`config.mk`:
```
export PLATFORM = sky130hd
export DESIGN_NAME = issue_core
export DESIGN_NICKNAME = d
export VERILOG_FILES = /design/src/verilog/issue_isa_pkg.sv /design/src/verilog/issue_rob_pkg.sv /design/src/verilog/fu_issue_if.sv /design/src/verilog/insn_decode.sv /design/src/verilog/rob_table.sv /design/src/verilog/issue_sched.sv /design/src/verilog/alu_exec.sv /design/src/verilog/fcu_exec.sv /design/src/verilog/rob_commit.sv /design/src/verilog/issue_core.sv
export SDC_FILE = /design/constraint.sdc
export NUM_CORES = 2
export LEC_CHECK = 0
export BUFFER_PORTS_ARGS = -buffer_cell sky130_fd_sc_hd__buf_4
export CAP_MARGIN = 25
export CORE_MARGIN = 2
export CORE_UTILIZATION = 25
export DETAILED_ROUTE_END_ITERATION = 6
export MAX_ROUTING_LAYER = met4
export PLACE_DENSITY = 0.39
export SYNTH_ARGS = -nofsm -noshare
export SYNTH_HDL_FRONTEND = slang
export SYNTH_SLANG_ARGS = --single-unit
```
`constraint.sdc`:
```
create_clock -name clk_i -period 38.8 [get_ports clk_i]
set_clock_uncertainty 0.05 [all_clocks]
set_input_delay 1.94 -clock clk_i [delete_from_list [all_inputs] [get_ports clk_i]]
set_output_delay 1.94 -clock clk_i [all_outputs]
set_load 0.005 [all_outputs]
```
`src/verilog/issue_isa_pkg.sv`:
```
package issue_isa_pkg;

	// =========================================================================
	// Data path sizes
	// =========================================================================

	// Width of every operand and result in the core
	localparam int DATA_W = 16;

	// The tag rides along with an instruction and comes back out at commit
	localparam int TAG_W = 3;

	// Opcode encodings, top nibble of the instruction word
	typedef enum logic [3:0] {
		OP_ADD  = 4'h0,
		OP_SUB  = 4'h1,
		OP_AND  = 4'h2,
		OP_XOR  = 4'h3,
		OP_MUL  = 4'h4,
		OP_CEQ  = 4'h8,
		OP_CLT  = 4'h9,
		OP_SYNC = 4'hF
	} opcode_t;

	// Register pair form, two 12 bit operands
	typedef struct packed {
		logic [11:0] a;
		logic [11:0] b;
	} opnd_rr_t;

	// Immediate form, an 8 bit operand and a 16 bit immediate
	typedef struct packed {
		logic [7:0]  a;
		logic [15:0] imm;
	} opnd_ri_t;

	// The same 24 operand bits read either way, picked by the form bit
	typedef union packed {
		opnd_rr_t rr;
		opnd_ri_t ri;
	} operand_u;

	// Form bit set selects the immediate layout
	typedef struct packed {
		opcode_t          op;
		logic             form;
		logic [TAG_W-1:0] tag;
		operand_u         opnd;
	} insn_word_t;

	// Decoded instruction as held in a ROB entry
	typedef struct packed {
		logic              alu;
		logic              alu0;
		logic              fc;
		logic              sync;
		opcode_t           op;
		logic [DATA_W-1:0] a;
		logic [DATA_W-1:0] b;
		logic [TAG_W-1:0]  tag;
	} decbus_t;

endpackage

```
`src/verilog/issue_rob_pkg.sv`:
```
package issue_rob_pkg;

	// =========================================================================
	// ROB geometry
	// =========================================================================

	// Eight entries, so three index bits
	localparam int ROB_NDX_W = 3;

	// One extra bit over the index keeps head-relative ages unambiguous
	localparam int SN_W = ROB_NDX_W + 1;

	typedef logic [ROB_NDX_W-1:0] rob_ndx_t;
	typedef logic [SN_W-1:0] seqnum_t;
	typedef logic [(1 << ROB_NDX_W)-1:0] rob_bitmask_t;

	// One slot of the reorder buffer
	typedef struct packed {
		logic                           v;
		logic                           issued;
		logic                           done;
		seqnum_t                        sn;
		issue_isa_pkg::decbus_t         decbus;
		logic [issue_isa_pkg::DATA_W-1:0] res;
	} rob_entry_t;

	// Execution units, also the order in which a ready entry is offered to them
	typedef enum logic [1:0] {
		UNIT_ALU0 = 2'd0,
		UNIT_ALU1 = 2'd1,
		UNIT_FCU  = 2'd2
	} unit_id_t;

endpackage

```
`src/verilog/fu_issue_if.sv`:
```
`timescale 1ns/10ps

interface fu_issue_if;
	import issue_isa_pkg::*;
	import issue_rob_pkg::*;

	// Grant from the scheduler, valid for a single cycle
	logic              issue_v;
	rob_ndx_t          rndx;
	opcode_t           op;
	logic [DATA_W-1:0] a;
	logic [DATA_W-1:0] b;

	// Unit status and its one-cycle result strobe back into the ROB
	logic              idle;
	logic              wb_v;
	rob_ndx_t          wb_ndx;
	logic [DATA_W-1:0] wb_val;

	modport sched (output issue_v, rndx, op, a, b, input idle);
	modport unit (input issue_v, rndx, op, a, b, output idle, wb_v, wb_ndx, wb_val);

endinterface

```
`src/verilog/insn_decode.sv`:
```
`timescale 1ns/10ps

module insn_decode (
	input  logic                      dispatch_v_i,
	input  issue_isa_pkg::insn_word_t insn_i,
	output logic                      dec_v_o,
	output issue_isa_pkg::decbus_t    dec_o
);
	import issue_isa_pkg::*;

	// The decoded word lands in the ROB on the same edge that samples the strobe
	assign dec_v_o = dispatch_v_i;

	always_comb begin
		dec_o = '0;
		dec_o.op = insn_i.op;
		dec_o.tag = insn_i.tag;

		// Both operand layouts zero extend to the full data width
		if (insn_i.form) begin
			dec_o.a = DATA_W'(insn_i.opnd.ri.a);
			dec_o.b = insn_i.opnd.ri.imm;
		end else begin
			dec_o.a = DATA_W'(insn_i.opnd.rr.a);
			dec_o.b = DATA_W'(insn_i.opnd.rr.b);
		end

		// Unit class flags used by the scheduler
		case (insn_i.op)
			OP_MUL: begin
				// Only ALU0 carries the multiplier
				dec_o.alu = 1'b1;
				dec_o.alu0 = 1'b1;
			end
			OP_CEQ, OP_CLT: dec_o.fc = 1'b1;
			OP_SYNC: dec_o.sync = 1'b1;
			// Unknown opcodes go to an ALU and come back as zero, so they still retire
			default: dec_o.alu = 1'b1;
		endcase
	end

endmodule

```
`src/verilog/rob_table.sv`:
```
`timescale 1ns/10ps

module rob_table #(
	parameter int ROB_ENTRIES = 8
) (
	input  logic                                        clk_i,
	input  logic                                        rst_i,
	input  logic                                        dec_v_i,
	input  issue_isa_pkg::decbus_t                      dec_i,
	input  issue_rob_pkg::rob_bitmask_t                 issue_mask_i,
	fu_issue_if.unit                                    alu0_if,
	fu_issue_if.unit                                    alu1_if,
	fu_issue_if.unit                                    fcu_if,
	input  logic                                        retire_i,
	output issue_rob_pkg::rob_entry_t [ROB_ENTRIES-1:0] rob_o,
	output issue_rob_pkg::rob_ndx_t                     head_o,
	output issue_rob_pkg::rob_bitmask_t                 could_issue_o,
	output logic                                        full_o
);
	import issue_rob_pkg::*;

	rob_ndx_t head_q;
	rob_ndx_t tail_q;
	seqnum_t  sn_q;
	logic [ROB_ENTRIES-1:0] valid_w;

	// Pointer step with wrap at the ROB depth
	function automatic rob_ndx_t bump(rob_ndx_t p);
		return (int'(p) == ROB_ENTRIES - 1) ? '0 : p + 1'b1;
	endfunction

	always_comb begin
		could_issue_o = '0;
		for (int i = 0; i < ROB_ENTRIES; i++) begin
			valid_w[i] = rob_o[i].v;
			could_issue_o[i] = rob_o[i].v & ~rob_o[i].issued;
		end
	end

	assign full_o = &valid_w;
	assign head_o = head_q;

	// =========================================================================
	// Allocate, mark and retire
	// =========================================================================

	always_ff @(posedge clk_i) begin
		if (rst_i) begin
			for (int i = 0; i < ROB_ENTRIES; i++) begin
				rob_o[i].v <= 1'b0;
				rob_o[i].issued <= 1'b0;
				rob_o[i].done <= 1'b0;
			end
			head_q <= '0;
			tail_q <= '0;
			sn_q <= '0;
		end else begin
			if (dec_v_i) begin
				// A SYNC needs no unit and is complete the moment it is allocated
				rob_o[tail_q].v <= 1'b1;
				rob_o[tail_q].issued <= dec_i.sync;
				rob_o[tail_q].done <= dec_i.sync;
				rob_o[tail_q].sn <= sn_q;
				rob_o[tail_q].decbus <= dec_i;
				rob_o[tail_q].res <= '0;
				tail_q <= bump(tail_q);
				sn_q <= sn_q + 1'b1;
			end
			for (int i = 0; i < ROB_ENTRIES; i++)
				if (issue_mask_i[i])
					rob_o[i].issued <= 1'b1;
			// Each unit writes its own slot, never the same one as another unit
			if (alu0_if.wb_v) begin
				rob_o[alu0_if.wb_ndx].done <= 1'b1;
				rob_o[alu0_if.wb_ndx].res <= alu0_if.wb_val;
			end
			if (alu1_if.wb_v) begin
				rob_o[alu1_if.wb_ndx].done <= 1'b1;
				rob_o[alu1_if.wb_ndx].res <= alu1_if.wb_val;
			end
			if (fcu_if.wb_v) begin
				rob_o[fcu_if.wb_ndx].done <= 1'b1;
				rob_o[fcu_if.wb_ndx].res <= fcu_if.wb_val;
			end
			if (retire_i) begin
				rob_o[head_q].v <= 1'b0;
				head_q <= bump(head_q);
			end
		end
	end

	// The source must honor full_o before it strobes
	a_no_dispatch_full: assert property (@(posedge clk_i) disable iff (rst_i)
		dec_v_i |-> !full_o);

	// A result may only land in a live entry that was granted some cycles before
	property p_wb_to_issued(v, ndx);
		@(posedge clk_i) disable iff (rst_i) v |-> rob_o[ndx].v && rob_o[ndx].issued;
	endproperty
	a_wb_alu0: assert property (p_wb_to_issued(alu0_if.wb_v, alu0_if.wb_ndx));
	a_wb_alu1: assert property (p_wb_to_issued(alu1_if.wb_v, alu1_if.wb_ndx));
	a_wb_fcu: assert property (p_wb_to_issued(fcu_if.wb_v, fcu_if.wb_ndx));

endmodule

```
`src/verilog/issue_sched.sv`:
```
`timescale 1ns/10ps

module issue_sched #(
	parameter int ROB_ENTRIES = 8,
	parameter int WINDOW_SIZE = 8
) (
	input  logic                                        clk_i,
	input  issue_rob_pkg::rob_entry_t [ROB_ENTRIES-1:0] rob_i,
	input  issue_rob_pkg::rob_ndx_t                     head_i,
	input  issue_rob_pkg::rob_bitmask_t                 could_issue_i,
	fu_issue_if.sched                                   alu0_if,
	fu_issue_if.sched                                   alu1_if,
	fu_issue_if.sched                                   fcu_if,
	output issue_rob_pkg::rob_bitmask_t                 issue_mask_o
);
	import issue_isa_pkg::*;
	import issue_rob_pkg::*;

	logic [2:0] idle_w;
	logic [2:0] taken;
	rob_ndx_t   g_ndx [3];
	rob_ndx_t   ndx;
	logic       sync_seen;

	// Which units may execute a given decoded instruction
	function automatic logic fits(unit_id_t u, decbus_t d);
		case (u)
			UNIT_ALU0: return d.alu;
			UNIT_ALU1: return d.alu & ~d.alu0;
			UNIT_FCU: return d.fc;
			default: return 1'b0;
		endcase
	endfunction

	assign idle_w[UNIT_ALU0] = alu0_if.idle;
	assign idle_w[UNIT_ALU1] = alu1_if.idle;
	assign idle_w[UNIT_FCU] = fcu_if.idle;

	// =========================================================================
	// Oldest first selection
	// =========================================================================

	// Slots are visited from the head, which is program order.
	// Once a live SYNC has been passed nothing further may go.
	always_comb begin
		taken = '0;
		issue_mask_o = '0;
		sync_seen = 1'b0;
		ndx = '0;
		for (int u = 0; u < 3; u++)
			g_ndx[u] = '0;
		for (int hd = 0; hd < WINDOW_SIZE; hd++) begin
			ndx = rob_ndx_t'((int'(head_i) + hd) % ROB_ENTRIES);
			if (!sync_seen && could_issue_i[ndx]) begin
				for (int u = 0; u < 3; u++) begin
					// An entry takes at most one unit per cycle
					if (!taken[u] && idle_w[u] && !issue_mask_o[ndx] &&
							fits(unit_id_t'(u), rob_i[ndx].decbus)) begin
						taken[u] = 1'b1;
						g_ndx[u] = ndx;
						issue_mask_o[ndx] = 1'b1;
					end
				end
			end
			if (rob_i[ndx].v && rob_i[ndx].decbus.sync)
				sync_seen = 1'b1;
		end
	end

	// Drive each unit with its granted entry's operands
	assign alu0_if.issue_v = taken[UNIT_ALU0];
	assign alu0_if.rndx = g_ndx[UNIT_ALU0];
	assign alu0_if.op = rob_i[g_ndx[UNIT_ALU0]].decbus.op;
	assign alu0_if.a = rob_i[g_ndx[UNIT_ALU0]].decbus.a;
	assign alu0_if.b = rob_i[g_ndx[UNIT_ALU0]].decbus.b;

	assign alu1_if.issue_v = taken[UNIT_ALU1];
	assign alu1_if.rndx = g_ndx[UNIT_ALU1];
	assign alu1_if.op = rob_i[g_ndx[UNIT_ALU1]].decbus.op;
	assign alu1_if.a = rob_i[g_ndx[UNIT_ALU1]].decbus.a;
	assign alu1_if.b = rob_i[g_ndx[UNIT_ALU1]].decbus.b;

	assign fcu_if.issue_v = taken[UNIT_FCU];
	assign fcu_if.rndx = g_ndx[UNIT_FCU];
	assign fcu_if.op = rob_i[g_ndx[UNIT_FCU]].decbus.op;
	assign fcu_if.a = rob_i[g_ndx[UNIT_FCU]].decbus.a;
	assign fcu_if.b = rob_i[g_ndx[UNIT_FCU]].decbus.b;

	// Age of an entry counted from the head's sequence number
	function automatic seqnum_t age(seqnum_t sn);
		return sn - rob_i[head_i].sn;
	endfunction

	// Entries that have a live SYNC older than themselves anywhere in the ROB
	function automatic rob_bitmask_t sync_shadow();
		rob_bitmask_t m;
		m = '0;
		for (int i = 0; i < ROB_ENTRIES; i++)
			for (int j = 0; j < ROB_ENTRIES; j++)
				if (rob_i[j].v && rob_i[j].decbus.sync && age(rob_i[j].sn) < age(rob_i[i].sn))
					m[i] = 1'b1;
		return m;
	endfunction

	a_sync_order: assert property (@(posedge clk_i) (issue_mask_o & sync_shadow()) == '0);

endmodule

```
`src/verilog/alu_exec.sv`:
```
`timescale 1ns/10ps

module alu_exec #(
	parameter int MUL_LATENCY = 4,
	parameter bit HAS_MUL = 1'b1
) (
	input  logic     clk_i,
	input  logic     rst_i,
	fu_issue_if.unit fu
);
	import issue_isa_pkg::*;
	import issue_rob_pkg::*;

	localparam int CNT_W = $clog2(MUL_LATENCY + 1);

	logic [CNT_W-1:0]    cnt_q;
	logic                wb_v_q;
	rob_ndx_t            ndx_q;
	logic [DATA_W-1:0]   res_q;
	logic [DATA_W-1:0]   res_w;
	logic [2*DATA_W-1:0] prod_w;
	logic                long_w;

	// Full product, only the low half is kept
	assign prod_w = fu.a * fu.b;

	// A multiply is the only operation that holds the unit for more than one cycle
	assign long_w = HAS_MUL && (fu.op == OP_MUL) && (MUL_LATENCY > 1);

	always_comb begin
		case (fu.op)
			OP_ADD: res_w = fu.a + fu.b;
			OP_SUB: res_w = fu.a - fu.b;
			OP_AND: res_w = fu.a & fu.b;
			OP_XOR: res_w = fu.a ^ fu.b;
			OP_MUL: res_w = HAS_MUL ? prod_w[DATA_W-1:0] : '0;
			default: res_w = '0;
		endcase
	end

	always_ff @(posedge clk_i) begin
		if (rst_i) begin
			cnt_q <= '0;
			wb_v_q <= 1'b0;
		end else begin
			wb_v_q <= 1'b0;
			if (cnt_q != '0) begin
				// Count down the remaining multiply cycles, result goes out on the last
				cnt_q <= cnt_q - 1'b1;
				wb_v_q <= (cnt_q == CNT_W'(1));
			end else if (fu.issue_v) begin
				if (long_w)
					cnt_q <= CNT_W'(MUL_LATENCY - 1);
				else
					wb_v_q <= 1'b1;
			end
		end
	end

	// Index and result are captured with the grant
	always_ff @(posedge clk_i)
		if (fu.issue_v && cnt_q == '0) begin
			ndx_q <= fu.rndx;
			res_q <= res_w;
		end

	assign fu.idle = (cnt_q == '0);
	assign fu.wb_v = wb_v_q;
	assign fu.wb_ndx = ndx_q;
	assign fu.wb_val = res_q;

	// The scheduler must see the unit busy for the whole multiply
	a_no_grant_busy: assert property (@(posedge clk_i) disable iff (rst_i)
		fu.issue_v |-> fu.idle);

endmodule

```
`src/verilog/fcu_exec.sv`:
```
`timescale 1ns/10ps

module fcu_exec (
	input  logic     clk_i,
	input  logic     rst_i,
	fu_issue_if.unit fu
);
	import issue_isa_pkg::*;
	import issue_rob_pkg::*;

	logic              wb_v_q;
	rob_ndx_t          ndx_q;
	logic              hit_q;
	logic              hit_w;

	// Compare outcome, both compares are unsigned
	always_comb begin
		case (fu.op)
			OP_CEQ: hit_w = (fu.a == fu.b);
			OP_CLT: hit_w = (fu.a < fu.b);
			default: hit_w = 1'b0;
		endcase
	end

	always_ff @(posedge clk_i)
		if (rst_i)
			wb_v_q <= 1'b0;
		else
			wb_v_q <= fu.issue_v;

	always_ff @(posedge clk_i)
		if (fu.issue_v) begin
			ndx_q <= fu.rndx;
			hit_q <= hit_w;
		end

	// Single cycle unit, it can take a new compare every clock
	assign fu.idle = 1'b1;
	assign fu.wb_v = wb_v_q;
	assign fu.wb_ndx = ndx_q;
	assign fu.wb_val = DATA_W'(hit_q);

endmodule

```
`src/verilog/rob_commit.sv`:
```
`timescale 1ns/10ps

module rob_commit #(
	parameter int ROB_ENTRIES = 8
) (
	input  logic                                        clk_i,
	input  logic                                        rst_i,
	input  issue_rob_pkg::rob_entry_t [ROB_ENTRIES-1:0] rob_i,
	input  issue_rob_pkg::rob_ndx_t                     head_i,
	output logic                                        retire_o,
	output logic                                        commit_v_o,
	output logic [issue_isa_pkg::TAG_W-1:0]             commit_tag_o,
	output logic [issue_isa_pkg::DATA_W-1:0]            commit_val_o
);
	import issue_rob_pkg::*;

	rob_entry_t head_w;

	assign head_w = rob_i[head_i];

	// Head leaves the ROB as soon as it is complete, one entry per clock
	assign retire_o = head_w.v & head_w.done;

	always_ff @(posedge clk_i)
		if (rst_i)
			commit_v_o <= 1'b0;
		else
			commit_v_o <= retire_o;

	// A SYNC produces no value of its own
	always_ff @(posedge clk_i)
		if (retire_o) begin
			commit_tag_o <= head_w.decbus.tag;
			commit_val_o <= head_w.decbus.sync ? '0 : head_w.res;
		end

endmodule

```
`src/verilog/issue_core.sv`:
```
`timescale 1ns/10ps

module issue_core #(
	parameter int ROB_ENTRIES = 8,
	parameter int WINDOW_SIZE = 8,
	parameter int MUL_LATENCY = 4
) (
	input  logic                             clk_i,
	input  logic                             rst_i,
	input  logic                             dispatch_v_i,
	input  issue_isa_pkg::insn_word_t        insn_i,
	output logic                             full_o,
	output logic                             commit_v_o,
	output logic [issue_isa_pkg::TAG_W-1:0]  commit_tag_o,
	output logic [issue_isa_pkg::DATA_W-1:0] commit_val_o
);
	import issue_isa_pkg::*;
	import issue_rob_pkg::*;

	logic                         dec_v;
	decbus_t                      dec;
	rob_entry_t [ROB_ENTRIES-1:0] rob;
	rob_ndx_t                     head;
	rob_bitmask_t                 could_issue;
	rob_bitmask_t                 issue_mask;
	logic                         retire;

	// One grant and writeback channel per execution unit
	fu_issue_if alu0_bus ();
	fu_issue_if alu1_bus ();
	fu_issue_if fcu_bus ();

	insn_decode u_decode (.dispatch_v_i, .insn_i, .dec_v_o(dec_v), .dec_o(dec));

	rob_table #(.ROB_ENTRIES(ROB_ENTRIES)) u_rob (
		.clk_i, .rst_i, .dec_v_i(dec_v), .dec_i(dec), .issue_mask_i(issue_mask),
		.alu0_if(alu0_bus), .alu1_if(alu1_bus), .fcu_if(fcu_bus), .retire_i(retire),
		.rob_o(rob), .head_o(head), .could_issue_o(could_issue), .full_o
	);

	issue_sched #(.ROB_ENTRIES(ROB_ENTRIES), .WINDOW_SIZE(WINDOW_SIZE)) u_sched (
		.clk_i, .rob_i(rob), .head_i(head), .could_issue_i(could_issue),
		.alu0_if(alu0_bus), .alu1_if(alu1_bus), .fcu_if(fcu_bus), .issue_mask_o(issue_mask)
	);

	// ALU0 has the multiplier, ALU1 does not
	alu_exec #(.MUL_LATENCY(MUL_LATENCY), .HAS_MUL(1'b1)) u_alu0 (
		.clk_i, .rst_i, .fu(alu0_bus));
	alu_exec #(.MUL_LATENCY(MUL_LATENCY), .HAS_MUL(1'b0)) u_alu1 (
		.clk_i, .rst_i, .fu(alu1_bus));

	fcu_exec u_fcu (.clk_i, .rst_i, .fu(fcu_bus));

	rob_commit #(.ROB_ENTRIES(ROB_ENTRIES)) u_commit (
		.clk_i, .rst_i, .rob_i(rob), .head_i(head), .retire_o(retire),
		.commit_v_o, .commit_tag_o, .commit_val_o
	);

endmodule

```
# After elaboration in Yosys (flattened, before gate mapping)
# Memories as Yosys holds them, arrays and structs flattened. A register that Yosys moved wholly into a read port is not among the register bits.
# Cells that the tools add are included.
[totals]
reg_bits = 609
mem_bits_ro = 8
in_bits = 35
out_inout_bits = 21
wordCells = 726
memories = 1
[op_classes]
addsub = 16
multipliers = 1
magnitude_cmp = 28
n_eq_ne = 18
n_mux = 328
n_bitwise = 60
n_reduce_logical = 153
[memory_table]
columns = ["name", "words", "word_bits", "rd", "rd_ports_with_merged_regs", "write_ports", "line_no", "source"]
rows = [
  ["(name not given)", 8, 1, 1, 1, 0, "issue_sched.sv:57", "if (!taken[u] && idle_w[u] && !issue_mask_o[ndx] &&"],
]
[op_table]
columns = ["cell", "n"]
rows = [
  ["528-bit bitwise mux", 13],
  ["528-bit 2-to-1 mux", 9],
  ["66-bit demux with 3-bit select", 13],
  ["66-bit binary-select mux with 3-bit select", 11],
  ["66-bit 2-to-1 mux", 9],
  ["8-bit 2-to-1 mux", 48],
  ["64-bit 2-to-1 mux", 4],
  ["8-bit OR", 23],
  ["55-bit 2-to-1 mux", 3],
  ["1-bit 2-to-1 mux", 120],
  ["59-bit 2-to-1 mux", 2],
  ["3-bit 2-to-1 mux", 39],
  ["1-bit binary-select mux with 3-bit select", 31],
  ["1-bit logical AND", 89],
  ["16-bit one-hot mux with 5 select lines", 1],
  ["9-bit 2-to-1 mux", 8],
  ["65-bit 2-to-1 mux", 1],
  ["16-bit 2-to-1 mux", 4],
  ["16-bit one-hot mux with 4 select lines", 1],
  ["63-bit 2-to-1 mux", 1],
  ["3-bit by 4-bit less-than comparator with 1-bit output, second input constant", 15],
  ["1-bit zero test", 52],
  ["3-bit by 1-bit greater-or-equal comparator with 1-bit output, second input constant", 12],
  ["16-bit adder", 2],
  ["other kinds (29)", 93],
]

# Logic depth before layout (Yosys ltp)
[depth]
depth_word = 184
depth_mapped = 67
depth_no_buf = 56

# Worst setup path after synthesis
# Ideal clock, no wire load.
[synth_path]
path_type = "register -> register"
startpoint = "register u_rob.head_q[0] (netlist: u_rob.head_o[0])"
endpoint = "register u_alu0.res_q[15] (netlist: u_alu0.fu.wb_val[15]), data pin"
setup_ps = 259
arrival_time_ps = 13161
t_required_ps = 38491
path_slack_ps = 25330
path_stages_with_launch = 60
n_path_buf = 13
synth_period_minus_slack_ps = 13470
cell_sequence = "dfxtp_1 buf_6 inv_1 buf_2 clkbuf_1 clkbuf_1 ha_1 buf_2 buf_2 mux4_2 nand3b_1 a21oi_2 o31ai_2 a311oi_2 o21ai_1 o311ai_0 a21oi_1 or4b_1 [... 24 more ...] fa_1 inv_1 ha_1 inv_1 o21bai_1 a21oi_1 o21bai_1 a21oi_1 o21bai_1 a21o_1 a21oi_1 xnor2_1 xnor2_1 xnor2_1 xnor3_1 o2bb2ai_1 a311o_1 a211o_1"
[synth_via]
elab_chain_len = 156
word_cells_on_any_way = 392
cone_classes = "9 x add/sub; 1 x mul; 14 x order compare; 4 x eq/ne; 204 x mux; 36 x bitwise; 124 x reduce/logical"
[synth_lines]
columns = ["element", "line_no", "source"]
rows = [
  ["start: declaration", "rob_table.sv:22", "rob_ndx_t head_q;"],
  ["start signal: assignment", "rob_table.sv:87", "head_q <= bump(head_q);"],
  ["3-bit by 4-bit less-than comparator with 1-bit output (not written as such), or another cell as far along", "issue_sched.sv:61", "issue_mask_o[ndx] = 1'b1;"],
  ["1-bit logical AND (not written as such) / 66-bit 2-to-1 mux (equally long branches)", "issue_sched.sv:61, issue_sched.sv:58", ""],
  ["1-bit 2-to-1 mux (on tied branches)", "issue_sched.sv:61, issue_sched.sv:54", ""],
  ["1-bit demux with 3-bit select / 1-bit logical AND (equally long branches)", "-", ""],
  ["8-bit 2-to-1 mux", "issue_sched.sv:57", ""],
  ["8-bit 2-to-1 mux", "issue_sched.sv:54", "if (!sync_seen && could_issue_i[ndx]) begin"],
  ["1-bit binary-select mux with 3-bit select", "issue_sched.sv:57", ""],
  ["1-bit 2-to-1 mux (not written as such)", "issue_sched.sv:57", ""],
  ["[... 140 more ...]", "-", ""],
  ["1-bit logical AND (2 in a row)", "issue_sched.sv:57", ""],
  ["3-bit 2-to-1 mux", "issue_sched.sv:57", ""],
  ["9-bit 2-to-1 mux (*)", "issue_sched.sv:54", ""],
  ["66-bit binary-select mux with 3-bit select (*)", "issue_sched.sv:73, issue_sched.sv:74, issue_sched.sv:75", ""],
  ["55-bit 2-to-1 mux (not written as such) (*)", "issue_sched.sv:73", "assign alu0_if.op = rob_i[g_ndx[UNIT_ALU0]].decbus.op;"],
  ["16-bit by 16-bit multiplier with 16-bit output, or another cell as far along", "alu_exec.sv:25", "assign prod_w = fu.a * fu.b;"],
  ["16-bit one-hot mux with 5 select lines (*)", "alu_exec.sv:31", "case (fu.op)"],
  ["net u_alu0.res_w[15]", "alu_exec.sv:20", "logic [DATA_W-1:0] res_w;"],
  ["end signal: assignment", "alu_exec.sv:64", "res_q <= res_w;"],
  ["end: declaration", "alu_exec.sv:19", "logic [DATA_W-1:0] res_q;"],
]
# The timed path passes the listed nets; every way through them passes the cells marked *. The select of a mux whose other input is x is not followed.
# A chain may end at the register's enable or synchronous reset.

# Worst setup path in the final report
[layout_path]
startpoint = "register u_rob.head_q[1] (netlist: u_rob.head_o[1])"
endpoint = "register u_alu0.res_q[15] (netlist: u_alu0.fu.wb_val[15]), data pin"
# The elaborated chain is that of the path after synthesis.

==> reports/results.tsv <==
metric	value	unit
status	completed	
routedWlPerCell	26.2	um
synth_top_cells_by_area	edfxtp_1, mux4_2, mux2i_1	
crit_end	u_alu0.fu.wb_val[15]	
leakagePower	17.4	nW
drcViolationCount	0	
synth_edf_count	533	
setup.worst_path.class	register to register	
hold_buffers	0	
io_pins	56	
holdWs	0.457	ns
antenna_found_initial	6	
ctsHtreeMaxLevel	3	
hold_viol	0	
synthSimpleGateAreaFrac	0.150	
grt_overflow_total	0	
gp_congestion	0.889	
utilization	0.284	
die_h	417	um
synth_top_family_by_area	multiplexers	
syn_nets	4422	
grt_first_pass_wirelength	244000	um
cp_slowest_cell	or4b_1	
first_pass_iters	6	
numCtsBuffers	74	
cts_root_buffer	clkbuf_16	
final_area	48100	um^2
synth.most_common_cell	nand2_1	
core	169000	um^2
rows	151	
syn_inst	4163	
ant_nets	0	
slowest_delay	0.74	ns
post-cts-setup-buffers	0	
maxCapViolCount	0	
drt-initial-drc-count	2799	
end_kind	register	
dp_cells	6254	
synth_seq_cells	573	
r2r_setup_slack	21.77	ns
dpl.hpwl	112000	um
setup_viol	0	
cp_max_fo	57	
clkLatencyLatePin	0.72	ns
start_util	0.252	
final_cell_count_no_fill	6396	
fmax	0.0587	GHz
ys.flop_type	edfxtp_1	
viasPerCell	5.32	
crit_path_start_kind	register	
seq_area_frac_synth	0.394	
period_share	0.439	
arrival	17.43	ns
r2r_end	u_alu0.fu.wb_val[15]	
synth_fa_ha_area_frac	0.0802	
vias	34000	
synth-warning-count	0	
yosysTopAreaCellShare	0.375	
drive_gt1_frac	0.151	
syn2layout_area_growth	12.7	%
place_area	45600	um^2
cts_tree	yes	
synth.distinct_cells	120	
vdd_drop_max	0.000103	V
reg2reg_depth	54	
cp-startpoint	u_rob.head_o[1]	
grt_pass1_vias	33600	
synth_common_cells	nand2_1, edfxtp_1, nor2_1	
grt_max_degree	117	
grt_setup_unrepaired	no	
hold_path.startpoint	u_alu1.cnt_q[1]	
fin_setup_tns	0	ns
r2r_start	u_rob.head_o[1]	
clock_path_buffers	3	
worst_ep_required_time	39.20	ns
port_buffers	55	
min_period	17.03	ns
tightest_slew	1.08	ns
die_w	417	um
synth_mux_area_frac	0.157	
nNetsFinal	4373	
synth.cell_area	42700	um^2
ys_async_sr_fraction	0	
n_fill_cell	17500	
cts_resized	0	
synthXorXnorAreaFrac	0.0194	
clock_sinks	573	
grtUsageTotal	0.195	
synth_compound_area_frac	0.152	
slew_violations	0	
drt_wl_total	167000	um
power_density	57.1	nW/um^2
syn_avg_cell_area	10.3	um^2
dieArea	174000	um^2
yosys.area.top_type	edfxtp_1	
hold_path_class	register to register	
clk_pin_slew	0.06	ns
slew_headroom	0.283	
## routing by layer
| layer | share of wire | up-vias | track usage |
|---|---|---|---|
| met1 | 0.45 | 17300 | 0.260 |
| met3 | 0.048 | 200 | 0.0241 |
| met2 | 0.47 | 1052 | 0.313 |
| met5 | 0 | - | - |
| met4 | 0.028 | 0 | 0.0514 |
| li1 | - | 15400 | - |
## through the flow
| stage | power, mW | worst slack (ns) |
|---|---|---|
| 2_1_floorplan | 1.65 | 25.33 |
| 3_3_place_gp | 2.08 | 21.76 |
| 3_5_place_dp | 2.07 | 21.53 |
| 4_1_cts | 2.79 | 21.54 |
| 5_1_grt | 2.95 | 20.93 |
| 6_report | 2.75 | 21.77 |
## placed cells by master (no fill, tap or decap), types with 146 or more instances in the layout
master	count
buf_4	166
nand2_1	544
a211oi_1	169
nor2_1	372
a21oi_1	147
mux2i_1	222
mux4_2	146
edfxtp_1	533
inv_1	167
o21ai_0	149
## area by class of cell
cell class | count | area (um^2) | share of cell area
inverter | 178 | 681 | 0.0141
multi-input combinational | 3115 | 24000 | 0.500
clock inverter | 50 | 542 | 0.0113
timing repair buffer | 172 | 1340 | 0.0279
antenna | 5 | 12.5 | 0.000260
clock buffer | 85 | 1890 | 0.0393
tap | 2218 | 2780 | 0.0577
sequential | 573 | 16800 | 0.350
## where the power goes
part	total (mW)	switching [mW]	internal [mW]
clock network	0.703	0.307	0.397
registers	0.756	0.0348	0.721
logic	1.29	0.761	0.529
## cell families after synthesis
family                     count (synthesis)
AOI/OAI and AO/OA                        927
adders and majority gates                225
DFF                                      573
buffers and inverters                    475
and+or+nand+nor                         1397
muxes                                    473
xor gates and xnor gates                  93
## worst min path at each step
stage	end	slack, ns	cells past startpoint
floorplan	u_alu0.cnt_q[0]	0.42	1
global placement	u_alu0.cnt_q[1]	0.44	2
detailed placement	u_alu1.cnt_q[1]	0.45	2
CTS	u_alu0.cnt_q[0]	0.46	1
global route	u_alu1.cnt_q[1]	0.48	2
finish	u_alu1.cnt_q[1]	0.46	2
## critical path, delay by kind of cell, from the launching register on
| family | cells | cell delay, ns |
|---|---|---|
| AOI/OAI and AO/OA | 23 | 5.43 |
| adders and majority gates | 7 | 2.40 |
| and+or+nand+nor | 9 | 3.23 |
| buffers and inverters | 9 | 3.21 |
| muxes | 2 | 1.05 |
| DFF | 1 | 0.38 |
| xor gates and xnor gates | 4 | 0.92 |
No activity file was read; power rests on OpenSTA's default activity.
